`src/hdl/evict_pkg.sv`:
```
package evict_pkg;

	// ***************************************************************************
	// widths and bus constants
	// ***************************************************************************
	localparam int ADDR_W = 32;
	localparam int DATA_W = 64;
	localparam int LINE_W = 512;
	localparam int BEATS = 8;
	localparam int ID_W = 4;
	localparam int Q_DEPTH = 4;
	localparam int LITE_W = 32;
	localparam int STRB_W = DATA_W / 8;
	localparam int LITE_STRB_W = LITE_W / 8;

	localparam logic [7:0] AXI_LEN = 8'd7;	// beats - 1
	localparam logic [2:0] AXI_SIZE = 3'd3;	// 8 bytes per beat

	localparam logic [7:0] REG_CTRL = 8'h00;
	localparam logic [7:0] REG_STATUS = 8'h04;
	localparam logic [7:0] REG_WB_CNT = 8'h08;
	localparam logic [7:0] REG_ERR_CNT = 8'h0C;

	// ***************************************************************************
	// types
	// ***************************************************************************
	typedef logic [ADDR_W-1:0] addr_t;
	typedef logic [DATA_W-1:0] beat_t;
	typedef logic [LINE_W-1:0] line_t;
	typedef logic [ID_W-1:0] axi_id_t;
	typedef logic [$clog2(Q_DEPTH+1)-1:0] level_t;	// 0..Q_DEPTH
	typedef logic [1:0] resp_t;
	typedef logic [15:0] cnt_t;

	localparam resp_t RESP_OKAY = 2'b00;
	localparam resp_t RESP_SLVERR = 2'b10;

	typedef struct packed {
		axi_id_t id;
		addr_t addr;
		logic [7:0] len;
		logic [2:0] size;
	} aw_req_t;

	typedef struct packed {
		beat_t data;
		logic [STRB_W-1:0] strb;
		logic last;
	} w_beat_t;

	typedef struct packed {
		axi_id_t id;
		resp_t resp;
	} b_rsp_t;

	typedef struct packed {
		logic enable;
		axi_id_t awid;
	} evict_cfg_t;

	typedef struct packed {
		logic [LITE_W-1:0] addr;
	} lite_aw_t;

	typedef struct packed {
		logic [LITE_W-1:0] data;
		logic [LITE_STRB_W-1:0] strb;
	} lite_w_t;

	typedef struct packed {
		logic [LITE_W-1:0] data;
		resp_t resp;
	} lite_r_t;

	typedef enum logic [1:0] {
		AW_IDLE,
		AW_LOAD,
		AW_SEND
	} aw_state_t;

	typedef enum logic {
		W_IDLE,
		W_SEND
	} w_state_t;

	typedef enum logic [1:0] {
		LITE_IDLE,
		LITE_WRESP,
		LITE_RDATA
	} lite_state_t;

endpackage
```
`src/hdl/evict_top.sv`:
```
`timescale 1ns/1ps

module evict_top (
	input  logic                            clk,
	input  logic                            rst_n,
	input  logic                            evict_wr_i,
	input  evict_pkg::addr_t                evict_addr_i,
	input  evict_pkg::line_t                evict_line_i,
	output logic                            evict_afull_o,
	output evict_pkg::aw_req_t              aw_o,
	output logic                            awvalid_o,
	input  logic                            awready_i,
	output evict_pkg::w_beat_t              w_o,
	output logic                            wvalid_o,
	input  logic                            wready_i,
	input  evict_pkg::b_rsp_t               b_i,
	input  logic                            bvalid_i,
	output logic                            bready_o,
	input  evict_pkg::lite_aw_t             s_aw_i,
	input  logic                            s_awvalid_i,
	output logic                            s_awready_o,
	input  evict_pkg::lite_w_t              s_w_i,
	input  logic                            s_wvalid_i,
	output logic                            s_wready_o,
	output evict_pkg::resp_t                s_bresp_o,
	output logic                            s_bvalid_o,
	input  logic                            s_bready_i,
	input  logic [evict_pkg::LITE_W-1:0]    s_araddr_i,
	input  logic                            s_arvalid_i,
	output logic                            s_arready_o,
	output evict_pkg::lite_r_t              s_r_o,
	output logic                            s_rvalid_o,
	input  logic                            s_rready_i
);

	evict_pkg::evict_cfg_t cfg;
	evict_pkg::level_t w_level;

	evict_aw_queue u_aw_queue (
		.clk       (clk),
		.rst_n     (rst_n),
		.cfg_i     (cfg),
		.wr_i      (evict_wr_i),
		.addr_i    (evict_addr_i),
		.aw_o      (aw_o),
		.awvalid_o (awvalid_o),
		.awready_i (awready_i)
	);

	evict_w_queue u_w_queue (
		.clk      (clk),
		.rst_n    (rst_n),
		.cfg_i    (cfg),
		.wr_i     (evict_wr_i),
		.line_i   (evict_line_i),
		.w_o      (w_o),
		.wvalid_o (wvalid_o),
		.wready_i (wready_i),
		.afull_o  (evict_afull_o),	// w level never below aw level
		.level_o  (w_level)
	);

	evict_csr u_csr (
		.clk         (clk),
		.rst_n       (rst_n),
		.s_aw_i      (s_aw_i),
		.s_awvalid_i (s_awvalid_i),
		.s_awready_o (s_awready_o),
		.s_w_i       (s_w_i),
		.s_wvalid_i  (s_wvalid_i),
		.s_wready_o  (s_wready_o),
		.s_bresp_o   (s_bresp_o),
		.s_bvalid_o  (s_bvalid_o),
		.s_bready_i  (s_bready_i),
		.s_araddr_i  (s_araddr_i),
		.s_arvalid_i (s_arvalid_i),
		.s_arready_o (s_arready_o),
		.s_r_o       (s_r_o),
		.s_rvalid_o  (s_rvalid_o),
		.s_rready_i  (s_rready_i),
		.b_i         (b_i),
		.bvalid_i    (bvalid_i),
		.bready_o    (bready_o),
		.w_level_i   (w_level),
		.cfg_o       (cfg)
	);

endmodule

```
`src/hdl/evict_csr.sv`:
```
`timescale 1ns/1ps

module evict_csr (
	input  logic                            clk,
	input  logic                            rst_n,
	input  evict_pkg::lite_aw_t             s_aw_i,
	input  logic                            s_awvalid_i,
	output logic                            s_awready_o,
	input  evict_pkg::lite_w_t              s_w_i,
	input  logic                            s_wvalid_i,
	output logic                            s_wready_o,
	output evict_pkg::resp_t                s_bresp_o,
	output logic                            s_bvalid_o,
	input  logic                            s_bready_i,
	input  logic [evict_pkg::LITE_W-1:0]    s_araddr_i,
	input  logic                            s_arvalid_i,
	output logic                            s_arready_o,
	output evict_pkg::lite_r_t              s_r_o,
	output logic                            s_rvalid_o,
	input  logic                            s_rready_i,
	input  evict_pkg::b_rsp_t               b_i,
	input  logic                            bvalid_i,
	output logic                            bready_o,
	input  evict_pkg::level_t               w_level_i,
	output evict_pkg::evict_cfg_t           cfg_o
);

	evict_pkg::lite_state_t state_q;
	evict_pkg::cnt_t wb_cnt_q;
	evict_pkg::cnt_t err_cnt_q;
	logic [evict_pkg::LITE_W-1:0] rd_data;
	evict_pkg::resp_t rd_resp;
	logic [7:0] wr_off;
	logic [7:0] rd_off;
	logic wr_acc_q;
	logic rd_acc_q;
	logic wr_hit;
	logic cnt_clr;
	logic b_fire;

	assign wr_off = s_aw_i.addr[7:0];
	assign rd_off = s_araddr_i[7:0];

	assign s_awready_o = wr_acc_q;	// aw and w taken together
	assign s_wready_o = wr_acc_q;
	assign s_arready_o = rd_acc_q;
	assign s_bvalid_o = (state_q == evict_pkg::LITE_WRESP);
	assign s_rvalid_o = (state_q == evict_pkg::LITE_RDATA);

	assign bready_o = cfg_o.enable;
	assign b_fire = bvalid_i && bready_o;

	assign wr_hit = (wr_off == evict_pkg::REG_CTRL) || (wr_off == evict_pkg::REG_STATUS) ||
		(wr_off == evict_pkg::REG_WB_CNT) || (wr_off == evict_pkg::REG_ERR_CNT);
	assign cnt_clr = wr_acc_q && (wr_off == evict_pkg::REG_WB_CNT);

	// ***************************************************************************
	// register bus handshake
	// ***************************************************************************
	always_ff @(posedge clk) begin
		if (!rst_n) begin
			state_q <= evict_pkg::LITE_IDLE;
			wr_acc_q <= 1'b0;
			rd_acc_q <= 1'b0;
			cfg_o <= '0;
		end else begin
			wr_acc_q <= 1'b0;
			rd_acc_q <= 1'b0;
			case (state_q)
				evict_pkg::LITE_IDLE: begin
					if (wr_acc_q) begin
						state_q <= evict_pkg::LITE_WRESP;
						if (wr_off == evict_pkg::REG_CTRL && s_w_i.strb[0]) begin
							cfg_o.enable <= s_w_i.data[0];
							cfg_o.awid <= s_w_i.data[7:4];
						end
					end else if (rd_acc_q) begin
						state_q <= evict_pkg::LITE_RDATA;
					end else if (s_awvalid_i && s_wvalid_i) begin
						wr_acc_q <= 1'b1;	// writes win over reads
					end else if (s_arvalid_i) begin
						rd_acc_q <= 1'b1;
					end
				end
				evict_pkg::LITE_WRESP: begin
					if (s_bready_i)
						state_q <= evict_pkg::LITE_IDLE;
				end
				evict_pkg::LITE_RDATA: begin
					if (s_rready_i)
						state_q <= evict_pkg::LITE_IDLE;
				end
				default: state_q <= evict_pkg::LITE_IDLE;
			endcase
		end
	end

	always_comb begin
		rd_data = '0;
		rd_resp = evict_pkg::RESP_OKAY;
		case (rd_off)
			evict_pkg::REG_CTRL: begin
				rd_data[0] = cfg_o.enable;
				rd_data[7:4] = cfg_o.awid;
			end
			evict_pkg::REG_STATUS: rd_data[$bits(evict_pkg::level_t)-1:0] = w_level_i;
			evict_pkg::REG_WB_CNT: rd_data[15:0] = wb_cnt_q;
			evict_pkg::REG_ERR_CNT: rd_data[15:0] = err_cnt_q;
			default: rd_resp = evict_pkg::RESP_SLVERR;	// unmapped reads as zero
		endcase
	end

	always_ff @(posedge clk) begin
		if (wr_acc_q)
			s_bresp_o <= wr_hit ? evict_pkg::RESP_OKAY : evict_pkg::RESP_SLVERR;
		if (rd_acc_q) begin
			s_r_o.data <= rd_data;
			s_r_o.resp <= rd_resp;
		end
	end

	// ***************************************************************************
	// write response counters
	// ***************************************************************************
	always_ff @(posedge clk) begin
		if (!rst_n) begin
			wb_cnt_q <= '0;
			err_cnt_q <= '0;
		end else if (cnt_clr) begin
			wb_cnt_q <= '0;
			err_cnt_q <= '0;
		end else if (b_fire) begin
			if (b_i.resp == evict_pkg::RESP_OKAY)
				wb_cnt_q <= wb_cnt_q + 1'b1;
			else
				err_cnt_q <= err_cnt_q + 1'b1;
		end
	end

endmodule

```
`src/hdl/evict_w_queue.sv`:
```
`timescale 1ns/1ps

module evict_w_queue (
	input  logic                     clk,
	input  logic                     rst_n,
	input  evict_pkg::evict_cfg_t    cfg_i,
	input  logic                     wr_i,
	input  evict_pkg::line_t         line_i,
	output evict_pkg::w_beat_t       w_o,
	output logic                     wvalid_o,
	input  logic                     wready_i,
	output logic                     afull_o,
	output evict_pkg::level_t        level_o
);

	evict_pkg::w_state_t state_q;
	evict_pkg::line_t fifo_line;
	evict_pkg::line_t line_q;
	evict_pkg::level_t fifo_level;
	logic [$clog2(evict_pkg::BEATS)-1:0] beat_q;
	logic fifo_empty;
	logic fifo_afull;
	logic fifo_rd;
	logic load_q;
	logic busy;
	logic beat_fire;
	logic last;

	sync_fifo #(
		.WIDTH (evict_pkg::LINE_W),
		.DEPTH (evict_pkg::Q_DEPTH)
	) u_fifo (
		.clk       (clk),
		.rst_n     (rst_n),
		.wr_en_i   (wr_i),
		.wr_data_i (line_i),
		.rd_en_i   (fifo_rd),
		.rd_data_o (fifo_line),
		.empty_o   (fifo_empty),
		.level_o   (fifo_level),
		.afull_o   (fifo_afull)
	);

	assign fifo_rd = (state_q == evict_pkg::W_IDLE) && !load_q && cfg_i.enable && !fifo_empty;
	assign wvalid_o = (state_q == evict_pkg::W_SEND);
	assign beat_fire = wvalid_o && wready_i;
	assign last = &beat_q;	// BEATS is a power of two

	// head line still counts until its last beat is taken
	assign busy = load_q || wvalid_o;
	assign level_o = fifo_level + evict_pkg::level_t'(busy);
	assign afull_o = fifo_afull ||
		(busy && fifo_level >= evict_pkg::level_t'(evict_pkg::Q_DEPTH - 2));

	assign w_o.data = line_q[evict_pkg::DATA_W-1:0];	// low slice first
	assign w_o.strb = '1;
	assign w_o.last = last;

	// ***************************************************************************
	// burst control
	// ***************************************************************************
	always_ff @(posedge clk) begin
		if (!rst_n) begin
			state_q <= evict_pkg::W_IDLE;
			load_q <= 1'b0;
			beat_q <= '0;
		end else begin
			load_q <= fifo_rd;
			case (state_q)
				evict_pkg::W_IDLE: begin
					if (load_q) begin
						state_q <= evict_pkg::W_SEND;
						beat_q <= '0;
					end
				end
				evict_pkg::W_SEND: begin
					if (beat_fire) begin
						beat_q <= beat_q + 1'b1;
						if (last)
							state_q <= evict_pkg::W_IDLE;
					end
				end
				default: state_q <= evict_pkg::W_IDLE;
			endcase
		end
	end

	always_ff @(posedge clk) begin
		if (load_q)
			line_q <= fifo_line;
		else if (beat_fire)
			line_q <= line_q >> evict_pkg::DATA_W;	// next beat down
	end

endmodule

```
`src/hdl/evict_aw_queue.sv`:
```
`timescale 1ns/1ps

module evict_aw_queue (
	input  logic                     clk,
	input  logic                     rst_n,
	input  evict_pkg::evict_cfg_t    cfg_i,
	input  logic                     wr_i,
	input  evict_pkg::addr_t         addr_i,
	output evict_pkg::aw_req_t       aw_o,
	output logic                     awvalid_o,
	input  logic                     awready_i
);

	evict_pkg::aw_state_t state_q;
	evict_pkg::aw_state_t state_n;
	evict_pkg::addr_t fifo_addr;
	evict_pkg::aw_req_t aw_q;
	logic fifo_empty;
	logic fifo_rd;

	sync_fifo #(
		.WIDTH (evict_pkg::ADDR_W),
		.DEPTH (evict_pkg::Q_DEPTH)
	) u_fifo (
		.clk       (clk),
		.rst_n     (rst_n),
		.wr_en_i   (wr_i),
		.wr_data_i (addr_i),
		.rd_en_i   (fifo_rd),
		.rd_data_o (fifo_addr),
		.empty_o   (fifo_empty),
		.level_o   (),
		.afull_o   ()
	);

	// ***************************************************************************
	// pop, load, send
	// ***************************************************************************
	always_comb begin
		state_n = state_q;
		fifo_rd = 1'b0;
		case (state_q)
			evict_pkg::AW_IDLE: begin
				if (cfg_i.enable && !fifo_empty) begin
					fifo_rd = 1'b1;
					state_n = evict_pkg::AW_LOAD;
				end
			end
			evict_pkg::AW_LOAD: state_n = evict_pkg::AW_SEND;	// fifo data valid now
			evict_pkg::AW_SEND: begin
				if (awready_i)
					state_n = evict_pkg::AW_IDLE;
			end
			default: state_n = evict_pkg::AW_IDLE;
		endcase
	end

	always_ff @(posedge clk) begin
		if (!rst_n)
			state_q <= evict_pkg::AW_IDLE;
		else
			state_q <= state_n;
	end

	always_ff @(posedge clk) begin
		if (state_q == evict_pkg::AW_LOAD) begin
			aw_q.id <= cfg_i.awid;
			aw_q.addr <= fifo_addr;
			aw_q.len <= evict_pkg::AXI_LEN;
			aw_q.size <= evict_pkg::AXI_SIZE;
		end
	end

	assign aw_o = aw_q;
	assign awvalid_o = (state_q == evict_pkg::AW_SEND);

endmodule

```
`src/hdl/sync_fifo.sv`:
```
`timescale 1ns/1ps

module sync_fifo #(
	parameter int WIDTH = 32,
	parameter int DEPTH = 4
) (
	input  logic                 clk,
	input  logic                 rst_n,
	input  logic                 wr_en_i,
	input  logic [WIDTH-1:0]     wr_data_i,
	input  logic                 rd_en_i,
	output logic [WIDTH-1:0]     rd_data_o,
	output logic                 empty_o,
	output evict_pkg::level_t    level_o,
	output logic                 afull_o
);

	logic [WIDTH-1:0] mem [DEPTH];
	logic [$clog2(DEPTH)-1:0] wr_ptr_q;
	logic [$clog2(DEPTH)-1:0] rd_ptr_q;
	evict_pkg::level_t level_q;
	logic do_wr;
	logic do_rd;

	assign empty_o = (level_q == '0);
	assign level_o = level_q;
	assign afull_o = (level_q >= evict_pkg::level_t'(DEPTH - 1));

	assign do_wr = wr_en_i && (level_q != evict_pkg::level_t'(DEPTH));	// drop on full
	assign do_rd = rd_en_i && !empty_o;

	always_ff @(posedge clk) begin
		if (!rst_n) begin
			wr_ptr_q <= '0;
			rd_ptr_q <= '0;
			level_q <= '0;
		end else begin
			if (do_wr)
				wr_ptr_q <= wr_ptr_q + 1'b1;	// wraps, DEPTH is 2^n
			if (do_rd)
				rd_ptr_q <= rd_ptr_q + 1'b1;
			case ({do_wr, do_rd})
				2'b10: level_q <= level_q + 1'b1;
				2'b01: level_q <= level_q - 1'b1;
				default: ;
			endcase
		end
	end

	always_ff @(posedge clk) begin
		if (do_wr)
			mem[wr_ptr_q] <= wr_data_i;
		if (do_rd)
			rd_data_o <= mem[rd_ptr_q];	// valid the cycle after rd_en_i
	end

endmodule

```
`config.mk`:
```
export PLATFORM = sky130hd
export DESIGN_NAME = evict_top
export DESIGN_NICKNAME = d
export VERILOG_FILES = /design/src/hdl/evict_pkg.sv /design/src/hdl/evict_top.sv /design/src/hdl/evict_csr.sv /design/src/hdl/evict_w_queue.sv /design/src/hdl/evict_aw_queue.sv /design/src/hdl/sync_fifo.sv
export SDC_FILE = /design/constraint.sdc
export NUM_CORES = 2
export LEC_CHECK = 0
export ABC_AREA = 1
export BUFFER_PORTS_ARGS = -buffer_cell sky130_fd_sc_hd__buf_2
export CORE_MARGIN = 2
export CORE_UTILIZATION = 40
export CTS_BUF_LIST = sky130_fd_sc_hd__clkbuf_8
export DETAILED_ROUTE_END_ITERATION = 12
export GPL_TIMING_DRIVEN = 0
export PLACE_DENSITY = 0.64
export SYNTH_ARGS = -nofsm -noshare
export SYNTH_HDL_FRONTEND = slang
export SYNTH_SLANG_ARGS = --single-unit
```
`constraint.sdc`:
```
create_clock -name clk -period 100.2 [get_ports clk]
set_input_delay 30.06 -clock clk [delete_from_list [all_inputs] [get_ports clk]]
set_output_delay 30.06 -clock clk [all_outputs]
set_load 0.01 [all_outputs]
```
==> impl_metrics.env <==
export IMPL_first_iter_violations=9104
export IMPL_hold_viol=0
export IMPL_end_kind="primary output"
export IMPL_io_buffer_count=706
export IMPL_drv_cap=0
export IMPL_wl_mm=361
export IMPL_area_growth_pct=17.7
export IMPL_synth_seq_cells=3348
export IMPL_syn_cell_area_sq_um=124000
export IMPL_dp_cells=13500
export IMPL_antenna_found_initial=326
export IMPL_grtUsageTotal_pct=22.2
export IMPL_period_minus_slack_ns=32.68
export IMPL_coreArea_sq_um=308000
export IMPL_rsz0062_at_grt="no"
export IMPL_r2r_setup_slack_ns=96.21
export IMPL_setup_viol=0
export IMPL_fp_dieW_microns=560
export IMPL_drive_gt1_share_pct=17.0
export IMPL_min_period_over_period_pct=32.6
export IMPL_grt_remaining_overflow=0
export IMPL_ctsHtreeMaxLevel=6
export IMPL_syn_inst=8576
export IMPL_path_class="reg2out"
export IMPL_whs_path_depth=0
export IMPL_fin_worst_skew_ns=0.0803
export IMPL_timing_rr_end="u_w_queue.line_q[208]$_DFFE_PP_"
export IMPL_yosys_area_top_type="edfxtp_1"
export IMPL_setup_worst_path_start_class="register"
export IMPL_insertion_delay_ns=1.18
export IMPL_setup_tns_ns=0
export IMPL_wl_per_cell_microns=24.6
export IMPL_timing_fmax_ghz=0.0306
export IMPL_synth_area_leaders="edfxtp_1 (80%), nand2_1 (4.6%), o21ai_0 (4.5%), nor2_1 (3.6%), o22ai_1 (2.8%)"
export IMPL_clock_path_buffers=4
export IMPL_seq_area_frac_synth_pct=80.9
export IMPL_final_cell_count_no_fill=14700
export IMPL_syn_avg_cell_area_sq_um=14.4
export IMPL_via_count=76700
export IMPL_dieArea_sq_um=313000
export IMPL_hp_class="reg2reg"
export IMPL_holdPathEnd="u_aw_queue.aw_o[32]$_DFFE_PN_"
export IMPL_start_util_pct=40.1
export IMPL_synth_cell_types=38
export IMPL_grt_pass1_vias=75100
export IMPL_place_hpwl_mm=249
export IMPL_antenna_left=0
export IMPL_r2r_cells=8
export IMPL_grt_pass1_wl_mm=510
export IMPL_drtPass1Iterations=8
export IMPL_yosys_warnings=0
export IMPL_rows=204
export IMPL_vias_per_cell=5.23
export IMPL_leakage_nw=51.8
export IMPL_cts_resized=0
export IMPL_ir_worst_vdd_v=0.0000150
export IMPL_relSlewSlack_pct=10.2
export IMPL_path_clk_slew_ns=0.06
export IMPL_cts_tree="built"
export IMPL_fin_nets=10700
export IMPL_worstPathArrival_ns=2.62
export IMPL_cts_num_sinks=3348
export IMPL_min_from="u_aw_queue.u_fifo.rd_data_o[21]$_DFFE_PP_"
export IMPL_cts_setup_buffers=0
export IMPL_routabilityCongestion=0.861
export IMPL_cts_made_buffers=551
export IMPL_root_buffer="clkbuf_8"
export IMPL_yosysTopAreaCellShare_pct=79.9
export IMPL_drc=0
export IMPL_worstMarginPinSlew_ns=1.35
export IMPL_io_pins=826
export IMPL_cp_required_ns=70.14
export IMPL_worstPathMaxFanout=10
export IMPL_report_final_slew_viol_count=0
export IMPL_grt_max_degree=104
export IMPL_holdBufCountCts=0
export IMPL_r2r_start="u_w_queue.load_q$_SDFF_PN0_"
export IMPL_die_y_microns=560
export IMPL_status="finished clean"
export IMPL_powerDensity_nw_per_um2=19.2
[cell usage after synthesis]
library cell / count
edfxtp_1: 3286
nand2_1: 1511
nor2_1: 1177
o21ai_0: 1116
o22ai_1: 553
clkbuf_1: 316
inv_1: 159
buf_2: 115
buf_4: 113
dfxtp_1: 62
nand3_1: 31
a21oi_1: 30
buf_6: 21
ha_1: 16
nand4_1: 11
buf_1: 9
nor3_1: 8
o211ai_1: 6
xor2_1: 5
inv_2: 3
nor2_2: 3
a31oi_1: 2
buf_12: 2
conb_1: 2
fa_1: 2
nand2_2: 2
nor3_4: 2
nor3b_1: 2
or2_2: 2
a211oi_1: 1
inv_4: 1
nand3b_1: 1
nor2_4: 1
nor3_2: 1
o21a_1: 1
o21ai_4: 1
or2_0: 1
xnor2_1: 1
[report_power, final]
group	total [mW]	switching, mW	internal, mW
combinational	0.0792	0.0518	0.0274
sequential	1.59	0.00884	1.58
clock	1.12	0.559	0.560
[layer usage]
metal / global-route usage [%] / vias up / routed length [microns]
li1: - / 34200 / -
met1: 28.0 / 37500 / 134000
met2: 34.5 / 3916 / 167000
met3: 7.50 / 944 / 42600
met4: 10.5 / 208 / 16400
met5: 0 / - / 1240
[layout by cell type, fill, tap and decap left out, drive strengths merged]
cell,instances
fa,2
nor2,1181
nand2,1513
dfxtp,62
nand3b,1
buf,1076
xnor2,1
a211oi,1
edfxtp,3286
clkinv,158
or2,3
nor3,11
nand4,11
a21oi,30
inv,397
o211ai,6
clkbuf,872
diode,146
xor2,5
ha,16
o21a,1
a31oi,2
nand3,31
conb,37
o22ai,553
nor3b,2
o21ai,1117
clkinvlp,7
bufinv,13
[state kept, by name (all words and copies together), names as in the netlist, 3 cells and up]
register	cells
u_csr.cfg_o	4
u_csr.wb_cnt_q	16
u_w_queue.line_q	512
u_aw_queue.aw_o	36
u_w_queue.u_fifo.mem	2048
u_w_queue.u_fifo.level_o	3
u_csr.s_r_o	17
u_w_queue.u_fifo.rd_data_o	512
u_aw_queue.u_fifo.level_o	3
u_w_queue.beat_q	3
u_aw_queue.u_fifo.mem	128
u_csr.err_cnt_q	16
u_aw_queue.u_fifo.rd_data_o	32
[worst max-delay path by stage]
| stage | startpoint | cells past startpoint | end |
|---|---|---|---|
| 2_1_floorplan | evict_wr_i | 4 | u_w_queue.u_fifo.mem[0][0]$_DFFE_PP_ |
| 4_1_cts | u_w_queue.load_q$_SDFF_PN0_ | 6 | evict_afull_o |
| 6_report | u_w_queue.load_q$_SDFF_PN0_ | 6 | evict_afull_o |
| 5_1_grt | u_w_queue.load_q$_SDFF_PN0_ | 6 | evict_afull_o |
| 3_3_place_gp | evict_wr_i | 5 | u_w_queue.u_fifo.mem[3][107]$_DFFE_PP_ |
| 3_5_place_dp | evict_wr_i | 12 | u_w_queue.u_fifo.mem[2][103]$_DFFE_PP_ |
[cells by family after synthesis]
logic type               after synthesis  synth area share [%]
other                                  2               0.00608
buffers and inverters                739                  2.86
adder cells (fa/ha/maj)               18                 0.194
AND/OR/NAND/NOR                     2753                  8.48
XOR/XNOR                               6                0.0425
AO/OA/AOI/OAI                       1710                  7.52
flip-flops                          3348                  80.9
[per-stage QoR]
step	util, %	hold slack (ns)	worst slack, ns	power (mW)	area (sq um)
finish	47.2	0.406	67.52	2.79	145000
global route	47.1	0.424	67.37	2.88	145000
CTS	47.1	0.401	67.32	2.81	145000
global placement	43.0	0.402	26.55	1.75	132000
detailed placement	43.8	0.406	66.83	1.70	135000
floorplan	-	0.400	47.19	1.68	124000
[final cells by class]
class / instances / area [sq um]
Sequential cell: 3348 / 99900
Inverter: 163 / 622
Antenna cell: 146 / 365
Fill cell: 26600 / 163000
Tap cell: 4120 / 5150
Buffer: 576 / 2920
Clock buffer: 556 / 7650
Clock inverter: 412 / 2500
Timing Repair Buffer: 816 / 5920
Multi-Input combinational cell: 4524 / 20300
[worst max-delay path: stages, from the launching register on]
cell     delay (ns)
dfxtp_1        0.31
buf_2          0.54
nor2_1         0.18
inv_1          0.12
o21ai_0        0.07
nand2_1        0.07
buf_2          0.16
No activity file was read; power rests on OpenSTA's default activity.
